**src/hdl/cpu_ctrl_pkg.sv**
```systemverilog
package cpu_ctrl_pkg;

  // memory address source
  typedef enum logic [2:0] {
    ADDR_PC     = 3'd0,
    ADDR_PC_INC = 3'd1,
    ADDR_RX     = 3'd2,
    ADDR_RY     = 3'd3,
    ADDR_PC_REL = 3'd4
  } addr_sel_e;

  // next pc source, code 3 unused
  typedef enum logic [1:0] {
    PC_RX  = 2'd0,
    PC_INC = 2'd1,
    PC_REL = 2'd2
  } pc_sel_e;

  // register write-back source
  typedef enum logic [2:0] {
    WB_IMM    = 3'd0,
    WB_HI     = 3'd1,
    WB_ALU    = 3'd2,
    WB_PC_INC = 3'd3,
    WB_MEM    = 3'd4,
    WB_RY     = 3'd6
  } wb_sel_e;

  typedef enum logic {
    ALU_ADD = 1'b0,
    ALU_SUB = 1'b1
  } alu_op_e;

  typedef struct packed {
    logic      mem_rd;
    logic      mem_wr;
    addr_sel_e addr_sel;
    pc_sel_e   pc_sel;
    logic      pc_ld;
    logic      ir_ld;
    wb_sel_e   wb_sel;
    logic      rf_write;
    logic      wr_link;
    logic      n_ld;
    logic      z_ld;
    logic      b_from_reg;
    alu_op_e   alu_op;
  } cpu_ctrl_t;

  localparam cpu_ctrl_t CPU_CTRL_IDLE = '0;

endpackage

```
**src/hdl/cpu_isa_pkg.sv**
```systemverilog
package cpu_isa_pkg;

  typedef logic [15:0] cpu_word_t;
  typedef logic [2:0]  cpu_reg_idx_t;
  typedef logic [7:0]  cpu_imm8_t;

  localparam int CPU_NUM_REGS = 8;

  // opcode lives in bits 3:0
  typedef enum logic [3:0] {
    OP_MV   = 4'd0,
    OP_ADD  = 4'd1,
    OP_SUB  = 4'd2,
    OP_CMP  = 4'd3,
    OP_LD   = 4'd4,
    OP_ST   = 4'd5,
    OP_MVHI = 4'd6,
    OP_JUMP = 4'd8,
    OP_JZ   = 4'd9,
    OP_JN   = 4'd10,
    OP_CALL = 4'd12
  } cpu_opcode_e;

  localparam int IMM_FLAG_BIT = 4;
  localparam int RX_LSB       = 5;
  localparam int RY_LSB       = 8;
  localparam int IMM8_LSB     = 8;

  // r7 receives the return address of call
  localparam cpu_reg_idx_t CPU_LINK_REG = 3'd7;

  function automatic cpu_opcode_e ir_opcode(cpu_word_t w);
    return cpu_opcode_e'(w[3:0]);
  endfunction

  function automatic logic ir_is_imm(cpu_word_t w);
    return w[IMM_FLAG_BIT];
  endfunction

  function automatic cpu_reg_idx_t ir_rx(cpu_word_t w);
    return w[RX_LSB +: $bits(cpu_reg_idx_t)];
  endfunction

  function automatic cpu_reg_idx_t ir_ry(cpu_word_t w);
    return w[RY_LSB +: $bits(cpu_reg_idx_t)];
  endfunction

  function automatic cpu_imm8_t ir_imm8(cpu_word_t w);
    return w[IMM8_LSB +: $bits(cpu_imm8_t)];
  endfunction

endpackage

```
**src/hdl/cpu_control.sv**
```systemverilog
`timescale 1ns/1ps

module cpu_control
  import cpu_isa_pkg::*;
  import cpu_ctrl_pkg::*;
(
  input  logic      i_clk,
  input  logic      i_reset,
  input  cpu_word_t i_ir,
  input  logic      i_alu_n,
  input  logic      i_alu_z,
  output cpu_ctrl_t o_ctrl
);

  typedef enum logic [1:0] {
    S_START,
    S_EXECUTE,
    S_MEM_LD,
    S_MEM_ST
  } state_e;

  state_e      state;
  state_e      next_state;
  cpu_opcode_e opcode;
  logic        imm;

  assign opcode = ir_opcode(i_ir);
  assign imm    = ir_is_imm(i_ir);

  // fetch the word after the current one and advance pc
  function automatic cpu_ctrl_t seq_fetch(cpu_ctrl_t c);
    cpu_ctrl_t r;
    r          = c;
    r.mem_rd   = 1'b1;
    r.addr_sel = ADDR_PC_INC;
    r.pc_sel   = PC_INC;
    r.pc_ld    = 1'b1;
    return r;
  endfunction

  // fetch from the jump target, register or pc relative
  function automatic cpu_ctrl_t jump_fetch(cpu_ctrl_t c, logic is_imm);
    cpu_ctrl_t r;
    r        = c;
    r.mem_rd = 1'b1;
    r.pc_ld  = 1'b1;
    if (is_imm) begin
      r.addr_sel = ADDR_PC_REL;
      r.pc_sel   = PC_REL;
    end else begin
      r.addr_sel = ADDR_RX;
      r.pc_sel   = PC_RX;
    end
    return r;
  endfunction

  always_ff @(posedge i_clk or posedge i_reset) begin
    if (i_reset) begin
      state <= S_START;
    end else begin
      state <= next_state;
    end
  end

  always_comb begin
    next_state = state;
    o_ctrl     = CPU_CTRL_IDLE;

    case (state)
      S_START: begin
        // first fetch from pc zero once out of reset
        if (!i_reset) begin
          o_ctrl.mem_rd   = 1'b1;
          o_ctrl.addr_sel = ADDR_PC;
          next_state      = S_EXECUTE;
        end
      end

      S_EXECUTE: begin
        // keep a copy, ld needs its rx during write-back
        o_ctrl.ir_ld      = 1'b1;
        o_ctrl.b_from_reg = !imm;

        case (opcode)
          OP_MV: begin
            o_ctrl          = seq_fetch(o_ctrl);
            o_ctrl.rf_write = 1'b1;
            if (imm) begin
              o_ctrl.wb_sel = WB_IMM;
            end else begin
              o_ctrl.wb_sel = WB_RY;
            end
          end
          OP_ADD, OP_SUB: begin
            o_ctrl          = seq_fetch(o_ctrl);
            o_ctrl.rf_write = 1'b1;
            o_ctrl.wb_sel   = WB_ALU;
            o_ctrl.n_ld     = 1'b1;
            o_ctrl.z_ld     = 1'b1;
            o_ctrl.alu_op   = (opcode == OP_SUB) ? ALU_SUB : ALU_ADD;
          end
          OP_CMP: begin
            // flags only, no write-back
            o_ctrl        = seq_fetch(o_ctrl);
            o_ctrl.n_ld   = 1'b1;
            o_ctrl.z_ld   = 1'b1;
            o_ctrl.alu_op = ALU_SUB;
          end
          OP_LD: begin
            o_ctrl.mem_rd   = 1'b1;
            o_ctrl.addr_sel = ADDR_RY;
            next_state      = S_MEM_LD;
          end
          OP_ST: begin
            o_ctrl.mem_wr   = 1'b1;
            o_ctrl.addr_sel = ADDR_RY;
            next_state      = S_MEM_ST;
          end
          OP_MVHI: begin
            o_ctrl          = seq_fetch(o_ctrl);
            o_ctrl.rf_write = 1'b1;
            o_ctrl.wb_sel   = WB_HI;
          end
          OP_JUMP: begin
            o_ctrl = jump_fetch(o_ctrl, imm);
          end
          OP_JZ: begin
            if (i_alu_z) begin
              o_ctrl = jump_fetch(o_ctrl, imm);
            end else begin
              o_ctrl = seq_fetch(o_ctrl);
            end
          end
          OP_JN: begin
            if (i_alu_n) begin
              o_ctrl = jump_fetch(o_ctrl, imm);
            end else begin
              o_ctrl = seq_fetch(o_ctrl);
            end
          end
          OP_CALL: begin
            o_ctrl          = jump_fetch(o_ctrl, imm);
            o_ctrl.rf_write = 1'b1;
            o_ctrl.wr_link  = 1'b1;
            o_ctrl.wb_sel   = WB_PC_INC;
          end
          // unknown opcode behaves as a no-op
          default: begin
            o_ctrl = seq_fetch(o_ctrl);
          end
        endcase
      end

      S_MEM_LD: begin
        o_ctrl          = seq_fetch(o_ctrl);
        o_ctrl.rf_write = 1'b1;
        o_ctrl.wb_sel   = WB_MEM;
        next_state      = S_EXECUTE;
      end

      S_MEM_ST: begin
        o_ctrl     = seq_fetch(o_ctrl);
        next_state = S_EXECUTE;
      end

      default: begin
        next_state = S_START;
      end
    endcase
  end

  a_no_rd_wr_overlap: assert property (
    @(posedge i_clk) disable iff (i_reset) !(o_ctrl.mem_rd && o_ctrl.mem_wr)
  );

endmodule

```
**src/hdl/cpu_datapath.sv**
```systemverilog
`timescale 1ns/1ps

module cpu_datapath
  import cpu_isa_pkg::*;
  import cpu_ctrl_pkg::*;
(
  input  logic      i_clk,
  input  logic      i_reset,
  input  cpu_ctrl_t i_ctrl,
  input  cpu_word_t i_mem_rdata,
  output cpu_word_t o_mem_addr,
  output cpu_word_t o_mem_wdata,
  output logic      o_alu_n,
  output logic      o_alu_z
);

  cpu_word_t    pc;
  cpu_word_t    ir_hold;
  cpu_word_t    instr;
  cpu_word_t    rx_val;
  cpu_word_t    ry_val;
  cpu_word_t    imm_sext;
  cpu_word_t    pc_inc;
  cpu_word_t    pc_rel;
  cpu_word_t    pc_next;
  cpu_word_t    alu_b;
  cpu_word_t    alu_res;
  cpu_word_t    wb_data;
  cpu_imm8_t    imm8;
  cpu_reg_idx_t wr_idx;

  // bus carries load data during ld write-back, use held copy then
  assign instr = (i_ctrl.wb_sel == WB_MEM) ? ir_hold : i_mem_rdata;

  assign imm8     = ir_imm8(instr);
  assign imm_sext = {{8{imm8[7]}}, imm8};
  assign pc_inc   = pc + 16'd1;
  assign pc_rel   = pc + imm_sext;
  assign wr_idx   = i_ctrl.wr_link ? CPU_LINK_REG : ir_rx(instr);

  cpu_regfile i_regfile (
    .i_clk      (i_clk),
    .i_reset    (i_reset),
    .i_rd_a_idx (ir_rx(instr)),
    .i_rd_b_idx (ir_ry(instr)),
    .i_wr_idx   (wr_idx),
    .i_wr_en    (i_ctrl.rf_write),
    .i_wr_data  (wb_data),
    .o_rd_a     (rx_val),
    .o_rd_b     (ry_val)
  );

  assign alu_b   = i_ctrl.b_from_reg ? ry_val : imm_sext;
  assign alu_res = (i_ctrl.alu_op == ALU_SUB) ? rx_val - alu_b : rx_val + alu_b;

  always_comb begin
    case (i_ctrl.addr_sel)
      ADDR_PC_INC: o_mem_addr = pc_inc;
      ADDR_RX:     o_mem_addr = rx_val;
      ADDR_RY:     o_mem_addr = ry_val;
      ADDR_PC_REL: o_mem_addr = pc_rel;
      default:     o_mem_addr = pc;
    endcase
  end

  always_comb begin
    case (i_ctrl.pc_sel)
      PC_RX:   pc_next = rx_val;
      PC_REL:  pc_next = pc_rel;
      default: pc_next = pc_inc;
    endcase
  end

  always_comb begin
    case (i_ctrl.wb_sel)
      WB_HI:     wb_data = {imm8, rx_val[7:0]};
      WB_ALU:    wb_data = alu_res;
      WB_PC_INC: wb_data = pc_inc;
      WB_MEM:    wb_data = i_mem_rdata;
      WB_RY:     wb_data = ry_val;
      default:   wb_data = imm_sext;
    endcase
  end

  assign o_mem_wdata = rx_val;

  always_ff @(posedge i_clk or posedge i_reset) begin
    if (i_reset) begin
      pc      <= '0;
      o_alu_n <= 1'b0;
      o_alu_z <= 1'b0;
    end else begin
      if (i_ctrl.pc_ld) begin
        pc <= pc_next;
      end
      if (i_ctrl.n_ld) begin
        o_alu_n <= alu_res[15];
      end
      if (i_ctrl.z_ld) begin
        o_alu_z <= (alu_res == '0);
      end
    end
  end

  always_ff @(posedge i_clk) begin
    if (i_ctrl.ir_ld) begin
      ir_hold <= i_mem_rdata;
    end
  end

  a_pc_sel_valid: assert property (
    @(posedge i_clk) disable iff (i_reset) i_ctrl.pc_sel inside {PC_RX, PC_INC, PC_REL}
  );

endmodule

```
**src/hdl/cpu_regfile.sv**
```systemverilog
`timescale 1ns/1ps

module cpu_regfile
  import cpu_isa_pkg::*;
(
  input  logic         i_clk,
  input  logic         i_reset,
  input  cpu_reg_idx_t i_rd_a_idx,
  input  cpu_reg_idx_t i_rd_b_idx,
  input  cpu_reg_idx_t i_wr_idx,
  input  logic         i_wr_en,
  input  cpu_word_t    i_wr_data,
  output cpu_word_t    o_rd_a,
  output cpu_word_t    o_rd_b
);

  cpu_word_t regs [CPU_NUM_REGS];

  always_ff @(posedge i_clk or posedge i_reset) begin
    if (i_reset) begin
      for (int i = 0; i < CPU_NUM_REGS; i++) begin
        regs[i] <= '0;
      end
    end else if (i_wr_en) begin
      regs[i_wr_idx] <= i_wr_data;
    end
  end

  // read ports are combinational
  assign o_rd_a = regs[i_rd_a_idx];
  assign o_rd_b = regs[i_rd_b_idx];

  a_wr_idx_known: assert property (
    @(posedge i_clk) disable iff (i_reset) i_wr_en |-> !$isunknown(i_wr_idx)
  );

endmodule

```
**src/hdl/cpu_top.sv**
```systemverilog
`timescale 1ns/1ps

module cpu_top
  import cpu_isa_pkg::*;
  import cpu_ctrl_pkg::*;
(
  input  logic      i_clk,
  input  logic      i_reset,
  input  cpu_word_t i_mem_rdata,
  output logic      o_mem_rd,
  output logic      o_mem_wr,
  output cpu_word_t o_mem_addr,
  output cpu_word_t o_mem_wdata
);

  cpu_ctrl_t ctrl;
  logic      alu_n;
  logic      alu_z;

  // instruction decode reads the bus word directly
  cpu_control i_control (
    .i_clk   (i_clk),
    .i_reset (i_reset),
    .i_ir    (i_mem_rdata),
    .i_alu_n (alu_n),
    .i_alu_z (alu_z),
    .o_ctrl  (ctrl)
  );

  cpu_datapath i_datapath (
    .i_clk       (i_clk),
    .i_reset     (i_reset),
    .i_ctrl      (ctrl),
    .i_mem_rdata (i_mem_rdata),
    .o_mem_addr  (o_mem_addr),
    .o_mem_wdata (o_mem_wdata),
    .o_alu_n     (alu_n),
    .o_alu_z     (alu_z)
  );

  assign o_mem_rd = ctrl.mem_rd;
  assign o_mem_wr = ctrl.mem_wr;

endmodule

```
**config.mk**
```make
export PLATFORM = sky130hd
export DESIGN_NAME = cpu_top
export DESIGN_NICKNAME = d
export VERILOG_FILES = /design/src/hdl/cpu_ctrl_pkg.sv /design/src/hdl/cpu_isa_pkg.sv /design/src/hdl/cpu_control.sv /design/src/hdl/cpu_datapath.sv /design/src/hdl/cpu_regfile.sv /design/src/hdl/cpu_top.sv
export SDC_FILE = /design/constraint.sdc
export NUM_CORES = 1
export LEC_CHECK = 0
export BUFFER_PORTS_ARGS = -buffer_cell sky130_fd_sc_hd__clkbuf_2
export CAP_MARGIN = 5
export CORE_MARGIN = 10
export CORE_UTILIZATION = 25
export CTS_CLUSTER_SIZE = 30
export DETAILED_ROUTE_END_ITERATION = 7
export GPL_TIMING_DRIVEN = 0
export SKIP_CTS_REPAIR_TIMING = 1
export SLEW_MARGIN = 20
export SYNTH_ARGS = -nofsm -noshare
export SYNTH_HDL_FRONTEND = slang
export SYNTH_SLANG_ARGS = --single-unit
```
**constraint.sdc**
```tcl
create_clock -name i_clk -period 7.9 [get_ports i_clk]
set_clock_uncertainty 0.05 [all_clocks]
set_input_delay 0.79 -clock i_clk [delete_from_list [all_inputs] [get_ports i_clk]]
set_output_delay 0.79 -clock i_clk [all_outputs]
set_load 0.01 [all_outputs]
```
==> summary by stage, run 1 <==
Status
The run finished with clean final reports.

Setup path
Along the worst path, the maximum fanout reaches 10. The arrival time reported for the critical path endpoint is 7.20 ns. The setup path with the least slack is of type reg2reg. The nature of the critical path endpoint is a register. The required time of the critical path is 8.21 ns. STA classifies the critical path startpoint as a register.

Logic synthesis
The count of state elements after synthesis is 159. The sequential area share after synthesis is 34.3%. After synthesis, the mean cell area works out to 9.28 µm².

The number of nets produced by synthesis is 1323. In this run, distinct cell masters in the synthesized netlist total 87. The count of mapped cells out of synthesis is 1269. For this run, the leading register cell type out of synthesis is sky130_fd_sc_hd__dfrtp_1. The share of flip-flops with an asynchronous set or reset after synthesis is 93.1%.

Counting flops with a built-in enable in the synthesized netlist gives 11. In this run the cell area of the synthesized design comes to 11800 µm². Yosys printed 0 warnings.

Routing
The via count is 10900. The top routing layer in use is met4. The post-detailed-routing wire length is 45500 µm. The routed metal-1 wirelength is 19200 µm. The routed wire length on met2 is 21100 µm. The routed wire length per instance is 23.2 µm. After detailed routing, the number of remaining DRC violations is 0. The met3 wirelength from detailed routing is 4080 µm. The remaining number of nets flagged by the antenna check after routing is 0.

The number of iterations in the first detailed-routing pass is 6. The violation count after the first detailed-route iteration is 1376. The number of vias per cell is 5.57.

Placement
Buffers placed on the I/O ports in this run total 49. Detailed placement ended at an HPWL of 34200 µm. The worst slack at placement is 0.887 ns. Routability-driven placement finished with a final weighted congestion of 0.975. After detailed placement, the design holds a cell count of 1929. The area after detailed placement is 12900 µm².

Global routing
The largest net degree at the start of global routing is 102. In the global route stage, overall resource usage came out at 15.7%. The number of global-route vias before repair is 10600. The initial antenna violation count was 0.

The global-route wire length before repair is 68000 µm. The total global routing overflow is 0.

Floorplan
The total core area is 46600 µm². The initial core utilization is 25.3%. The full die area is 56200 µm². 52 I/O pins were placed. The die is 237 µm tall. After floorplanning, the core was divided into 79 placement rows. The overall die width is 237 µm.

STA
Hold timing on the final database bottoms out at a slack of 0.333 ns. The worst slew slack as a fraction of its limit is 19.9%. The total count of max-transition violations in the final report is 0. The least setup slack across all paths after layout is 1.01 ns.

Setup violations remaining at the end of the flow were counted as 0. Setup repair after global routing left no endpoint under its margin. The fraction of the cycle the final worst path needs is 87.2%. The final hold violation count is 0. Timing would allow up to 145 MHz. For the final routed database, the setup TNS stands at 0 ns. The clock period minus worst slack is 6.89 ns. For the pin with the worst max-slew slack, the measured transition is 1.20 ns.

Power
For this design the static power due to leakage is 5.56 nW. The ratio of total power to cell area is 341 nW/µm². The post-layout total power is 4.59 mW. The worst-case IR drop observed on VDD is 0.000177 V.

Clocking
The buffer depth of the longest clock path is 2. The number of buffers inserted during clock tree synthesis is 17. TritonCTS built the clock tree. Clock-pin slew was measured on the worst setup and hold paths at 0.08 ns. The later pin in the worst-skew pair is clocked with a latency of 0.45 ns.

The tree is rooted in a sky130_fd_sc_hd__clkbuf_16. The number of H-tree branching levels is 4. Counting every sink on the clock net gives 159.

Layout
The post-layout utilization of the core is 28.9%. In the final layout, the share of cells above drive strength 1 is 18.7%. The final-layout fill cell count is 4883.

After routing the design area is 13500 µm². The synthesis-to-layout area growth is 14.3%. After the last flow step, the layout net total stands at 1396. The finished layout holds 1962 standard cells, fillers aside. The repair_antennas step left the layout with diodes totalling 0.

Job
The number of violations of the max-capacitance limit is 0.

Worst hold path
The min-delay analysis places its worst path in the category in2async.
-- metal layers --
metal,GRT usage [%],vias up
met4,4.71,0
li1,-,4820
met2,25.5,602
met3,3.22,62
met1,20.6,5452
met5,0,-
-- area by class of cell --
class / count / area, µm² / area share (%)
plain buffers: 73 / 394 / 2.93
clock buffers: 17 / 425 / 3.16
clock inverters: 15 / 173 / 1.28
inverters: 51 / 206 / 1.53
multi-input cells: 986 / 7170 / 53.3
flip-flops and latches: 159 / 4030 / 30.0
well taps: 607 / 759 / 5.64
repair buffers: 54 / 298 / 2.21
-- report_power, final --
part	leakage [nW]	internal [mW]	switching, mW
logic	3.40	0.930	1.36
clock network	0.286	0.426	0.430
registers	1.88	1.15	0.298
-- final timing paths --
kind / start / to / slack, ns / cells after the start
worst min-delay path: i_reset / i_control.state[1]$_DFFE_PP0P_ / 0.33 / 2
worst min register to register: i_datapath.i_regfile.regs[25]$_DFFE_PP0P_ / i_datapath.i_regfile.regs[25]$_DFFE_PP0P_ / 0.47 / 2
max in group asynchronous: i_reset / i_datapath.i_regfile.regs[30]$_DFFE_PP0P_ / 6.58 / 3
worst max register to register: i_control.state[1]$_DFFE_PP0P_ / i_datapath.o_alu_z$_DFFE_PP0P_ / 1.01 / 24
min in group i_clk: i_datapath.i_regfile.regs[25]$_DFFE_PP0P_ / i_datapath.i_regfile.regs[25]$_DFFE_PP0P_ / 0.47 / 2
worst max-delay path: i_control.state[1]$_DFFE_PP0P_ / i_datapath.o_alu_z$_DFFE_PP0P_ / 1.01 / 24
-- synth_stat cells (9+ instances only) --
| cell | instances | area share (%) |
|---|---|---|
| sky130_fd_sc_hd__nand2_1 | 152 | 4.8 |
| sky130_fd_sc_hd__dfrtp_1 | 148 | 31 |
| sky130_fd_sc_hd__nor2_1 | 146 | 4.7 |
| sky130_fd_sc_hd__a21oi_1 | 122 | 5.2 |
| sky130_fd_sc_hd__mux2_2 | 60 | 5.7 |
| sky130_fd_sc_hd__mux2i_1 | 58 | 4.9 |
| sky130_fd_sc_hd__inv_1 | 47 | 1.5 |
| sky130_fd_sc_hd__clkbuf_1 | 38 | 1.2 |
| sky130_fd_sc_hd__ha_1 | 34 | 3.6 |
| sky130_fd_sc_hd__o21ai_0 | 34 | 1.4 |
| sky130_fd_sc_hd__xnor2_1 | 33 | 2.5 |
| sky130_fd_sc_hd__mux4_2 | 32 | 6.1 |
| sky130_fd_sc_hd__nand3_1 | 31 | 1.3 |
| sky130_fd_sc_hd__o211ai_1 | 31 | 2.0 |
| sky130_fd_sc_hd__a31oi_1 | 28 | 1.5 |
| sky130_fd_sc_hd__xor2_1 | 20 | 1.5 |
| sky130_fd_sc_hd__buf_2 | 18 | 0.77 |
| sky130_fd_sc_hd__a32oi_1 | 13 | 0.97 |
| sky130_fd_sc_hd__o21a_1 | 13 | 0.83 |
| sky130_fd_sc_hd__a211oi_1 | 12 | 0.77 |
| sky130_fd_sc_hd__edfxtp_1 | 11 | 2.8 |
| sky130_fd_sc_hd__a22oi_1 | 10 | 0.64 |
| sky130_fd_sc_hd__a41oi_1 | 10 | 0.74 |
| sky130_fd_sc_hd__nor3_1 | 10 | 0.43 |
| sky130_fd_sc_hd__a221oi_1 | 9 | 0.67 |
-- cell families (layout without fill, tap and decap cells) --
kind of cell / Yosys count / count (layout) / synth area share, %
AO/OA/AOI/OAI: 342 / 342 / 20.0
XOR/XNOR: 53 / 53 / 3.94
adder cells (fa/ha/maj): 37 / 37 / 4.04
buffers and inverters: 124 / 210 / 5.04
flip-flops: 159 / 159 / 34.3
multiplexers: 153 / 153 / 17.3
AND/OR/NAND/NOR: 401 / 401 / 15.4
-- worst max-delay path, cell delays in order, from the launching register on --
cell                       delay, ns
sky130_fd_sc_hd__dfrtp_1        0.42
sky130_fd_sc_hd__buf_2          0.19
sky130_fd_sc_hd__and3b_1        0.28
sky130_fd_sc_hd__a21oi_4        0.27
sky130_fd_sc_hd__buf_2          0.36
sky130_fd_sc_hd__buf_4          0.28
sky130_fd_sc_hd__nand2_1        0.08
sky130_fd_sc_hd__a32oi_1        0.23
sky130_fd_sc_hd__nand3_2        0.23
sky130_fd_sc_hd__nand2_1        0.10
sky130_fd_sc_hd__o21ai_0        0.13
sky130_fd_sc_hd__ha_1           0.29
sky130_fd_sc_hd__inv_1          0.10
sky130_fd_sc_hd__a21oi_1        0.05
sky130_fd_sc_hd__nor2_1         0.15
sky130_fd_sc_hd__xnor2_1        0.16
sky130_fd_sc_hd__ha_1           0.31
sky130_fd_sc_hd__and3_1         0.18
sky130_fd_sc_hd__a211oi_1       0.64
sky130_fd_sc_hd__o21ai_0        0.27
sky130_fd_sc_hd__xor2_1         0.24
sky130_fd_sc_hd__nor4_1         0.57
sky130_fd_sc_hd__or4b_1         0.47
sky130_fd_sc_hd__or4_1          0.53
sky130_fd_sc_hd__o31ai_1        0.23
-- state kept, by name, summed over array words and instances, names as in the netlist --
name and count:
i_datapath.i_regfile.regs 128, i_datapath.pc 16, i_datapath.ir_hold 11, i_control.state 2, i_datapath.o_alu_n 1, i_datapath.o_alu_z 1
-- cell usage in the layout (no fill, tap or decap), types with 7 or more instances in the layout --
cell type                   Yosys  layout
sky130_fd_sc_hd__mux2i_1       58      57
sky130_fd_sc_hd__clkbuf_2       0      49
sky130_fd_sc_hd__nand3_1       31      31
sky130_fd_sc_hd__inv_1         47      46
sky130_fd_sc_hd__edfxtp_1      11      11
sky130_fd_sc_hd__a22oi_1       10      10
sky130_fd_sc_hd__nor2_1       146     146
sky130_fd_sc_hd__dfrtp_1      148     148
sky130_fd_sc_hd__clkbuf_1      38      38
sky130_fd_sc_hd__mux4_2        32      32
sky130_fd_sc_hd__a221oi_1       9       9
sky130_fd_sc_hd__a32oi_1       13      13
sky130_fd_sc_hd__o21a_1        13      13
sky130_fd_sc_hd__nand2_1      152     152
sky130_fd_sc_hd__a21o_1         7       7
sky130_fd_sc_hd__o21ai_0       34      34
sky130_fd_sc_hd__buf_4          7       9
sky130_fd_sc_hd__xnor2_1       33      33
sky130_fd_sc_hd__a41oi_1       10      10
sky130_fd_sc_hd__clkbuf_16      0      17
sky130_fd_sc_hd__buf_2         18      20
sky130_fd_sc_hd__a21oi_1      122     122
sky130_fd_sc_hd__a211oi_1      12      12
sky130_fd_sc_hd__nor3_1        10      10
sky130_fd_sc_hd__xor2_1        20      20
sky130_fd_sc_hd__mux2_2        60      60
sky130_fd_sc_hd__o211ai_1      31      31
sky130_fd_sc_hd__ha_1          34      34
sky130_fd_sc_hd__a31oi_1       28      28
sky130_fd_sc_hd__buf_6          8       8
No activity file was read; power rests on OpenSTA's default activity.
==> run 2, diff against run 1 <==
--- a/config.mk
+++ b/config.mk
@@ -5,12 +5,13 @@
 export SDC_FILE = /design/constraint.sdc
 export NUM_CORES = 1
 export LEC_CHECK = 0
-export BUFFER_PORTS_ARGS = -buffer_cell sky130_fd_sc_hd__clkbuf_2
+export ABC_CLOCK_PERIOD_IN_PS = 7900
 export CAP_MARGIN = 5
 export CORE_MARGIN = 10
 export CORE_UTILIZATION = 25
 export CTS_CLUSTER_SIZE = 30
 export DETAILED_ROUTE_END_ITERATION = 7
+export DONT_BUFFER_PORTS = 1
 export GPL_TIMING_DRIVEN = 0
 export SKIP_CTS_REPAIR_TIMING = 1
 export SLEW_MARGIN = 20
==> summary by stage, run 2 (synthesis results as in run 1) <==
STA
The worst slew slack as a fraction of its limit is 21.6% (+1.8 points). The final hold violation count is 0 (unchanged). The transition time of the tightest slew-check pin came to 1.17 ns (-0.0363 ns). Setup repair after global routing left no endpoint under its margin. The final setup TNS came to 0 ns (unchanged).

The highest achievable clock rate came to 144 MHz (-0.50%). The setup violation total in the final timing report was 0 (unchanged). The worst hold-check slack came to 0.144 ns (-0.188 ns). The total count of max-transition violations in the final report is 0 (unchanged).

The fraction of the cycle the final worst path needs is 87.7% (+0.44 points). The clock period minus worst slack is 6.93 ns (+0.0344 ns).

Global routing
The number of global-route vias before repair is 10400 (-1.2%). The global-route wire length before repair was 68000 µm (+0.11%). The initial antenna violation count is 1 (+1). The largest net degree at the start of global routing is 106 (+3.9%). The overall fraction of global-route tracks in use is 15.6% (-0.088 points). The total global routing overflow is 0 (unchanged).

Layout
In the layout the commonest cells are sky130_fd_sc_hd__nand2_1 (152), sky130_fd_sc_hd__dfrtp_1 (148), sky130_fd_sc_hd__nor2_1 (146). The most common library cell in the layout ignoring fill and taps is sky130_fd_sc_hd__nand2_1. The layout cell share with drive strength beyond 1 is 15.6% (-3.1 points).

More flip-flops sit in one register than any other, and that register is i_datapath.i_regfile.regs. The largest registers in the layout are i_datapath.i_regfile.regs (128), i_datapath.pc (16), i_datapath.ir_hold (11). The synthesis-to-layout area growth is 12.4%. The final-layout fill cell count is 4935 (+1.1%). The final net count came to 1348 (-3.4%). The flip-flop count of the largest register after layout came to 128 (unchanged).

The number of antenna cells inserted is 0 (unchanged).

Routing
The post-detailed-routing wire length is 45100 µm (-0.91%). The violation count after the first detailed-route iteration came to 1319 (-4.1%). The number of vias per cell came to 5.60 (+0.43%). The remaining number of nets flagged by the antenna check after routing was 0 (unchanged).

The via count is 10700 (-2.1%). The routed wire length per instance is 23.6 µm (+1.6%). The DRC violation count after routing was 0 (unchanged). The number of iterations in the first detailed-routing pass was 5 (-1).

Setup path
The arrival time reported for the critical path endpoint was 7.20 ns (about the same). STA classifies the critical path endpoint as a register. The number of buffers and inverters on the critical path was 6 (+2). The critical path is of the reg2reg type. The required time of the critical path is 8.18 ns (-0.03 ns).

The launch point of the worst path is i_control.state[1]$_DFFE_PP0P_. The maximum fanout count along the critical path is 10 (unchanged). The highest cell delay on the worst timing path is 0.64 ns (about the same). The category of the worst setup path launch point is a register. Among all stages on the critical path, the largest delay is contributed by sky130_fd_sc_hd__a211oi_1. The critical register-to-register path startpoint is i_control.state[1]$_DFFE_PP0P_. In this design, the largest share of critical-path delay is due to simple AND/OR/NAND/NOR gates.

Clocking
The buffer type at the clock tree root is sky130_fd_sc_hd__clkbuf_16. The number of buffers inserted during clock tree synthesis is 17 (unchanged). The latest clock arrival within the worst-skew pair was 0.44 ns (about the same). The buffer depth of the longest clock path is 2 (unchanged). The number of H-tree branching levels is 4 (unchanged).

The clock sink total is 159 (unchanged). The register clock-pin slew on the reported worst setup and hold paths is 0.07 ns (about the same). TritonCTS built the clock tree.

Floorplan
The full die area is 56200 µm² (unchanged). The overall die width was 237 µm (unchanged). The vertical die dimension came to 237 µm (unchanged). The number of placement rows is 79 (unchanged).

The total core area was 46600 µm² (unchanged). The number of placed I/O pins was 52 (unchanged). The initial core utilization is 25.3% (unchanged).

Job
The number of violations of the max-capacitance limit is 0 (unchanged).

Status
The run finished with clean final reports.

Power
The switching portion of total power was 44.5% (-1.0 points). The total net switching power is 2.03 mW (-2.8%). The internal power summed over all cells is 2.54 mW (+1.2%). The part of the power in combinational logic was 48.6% (-1.3 points). The standby leakage power is 5.38 nW (-3.2%). The clock network fraction of total power is 19.7% (+1.1 points). The maximum ir drop on the vdd rail is 0.000166 V (-6.4%). The part of the total power dissipated in sequential elements is 31.7% (+0.2 points). The ratio of total power to cell area is 345 nW/µm² (+1.0%).

Placement
The global placement routability congestion came to 0.974 (-0.10%). The detailed placer's ending HPWL was 34200 µm (about the same). The number of input and output port buffers inserted was 0 (-100%).

Worst hold path
The tightest min-delay check is of the in2async type.
run 2: power groups by stage:
stage / clock (mW) / sequential [mW] / combinational, mW
2_1_floorplan: 0 / 1.36 / 1.60
3_3_place_gp: 0 / 1.43 / 2.13
3_5_place_dp: 0 / 1.45 / 2.16
4_1_cts: 0.911 / 1.43 / 2.18
5_1_grt: 0.943 / 1.49 / 2.41
6_report: 0.901 / 1.45 / 2.22
run 2: metal layers:
layer	GRT usage [%]	wire length, µm
met5	0	0
met4	5.62	1450
met3	2.85	4030
met2	24.5	20600
met1	21.0	19100
run 2: cell type report:
cell class	instances	area, µm²	share of cell area, %
multi-input combinational	986	7170	54.2
sequential	159	4030	30.5
tap	607	759	5.74
clock buffer	17	425	3.21
buffer	73	394	2.98
inverter	51	206	1.56
clock inverter	14	193	1.46
timing repair buffer	6	55.1	0.416
run 2: final timing paths:
path	cells after the start	slack (ns)	end
setup / recovery	26	0.97	i_datapath.o_alu_z$_DFFE_PP0P_
hold / removal	1	0.14	i_control.state[0]$_DFFE_PP0P_
setup reg to reg	26	0.97	i_datapath.o_alu_z$_DFFE_PP0P_
hold reg to reg	2	0.46	i_datapath.i_regfile.regs[29]$_DFFE_PP0P_
max in group asynchronous	2	6.74	i_datapath.i_regfile.regs[84]$_DFFE_PP0P_
min in group i_clk	0	0.40	i_datapath.ir_hold[5]$_DFFE_PP_
run 2: through the flow:
step	std cells	util (%)	worst slack (ns)	cell area, µm²	power, mW
finish	1913	28.4	0.975	13200	4.57
detailed placement	1882	27.1	0.838	12600	3.61
global placement	1876	26.9	0.852	12500	3.56
CTS	1913	28.4	1.05	13200	4.53
floorplan	1269	-	2.75	11800	2.96
global route	1913	28.4	0.650	13200	4.84
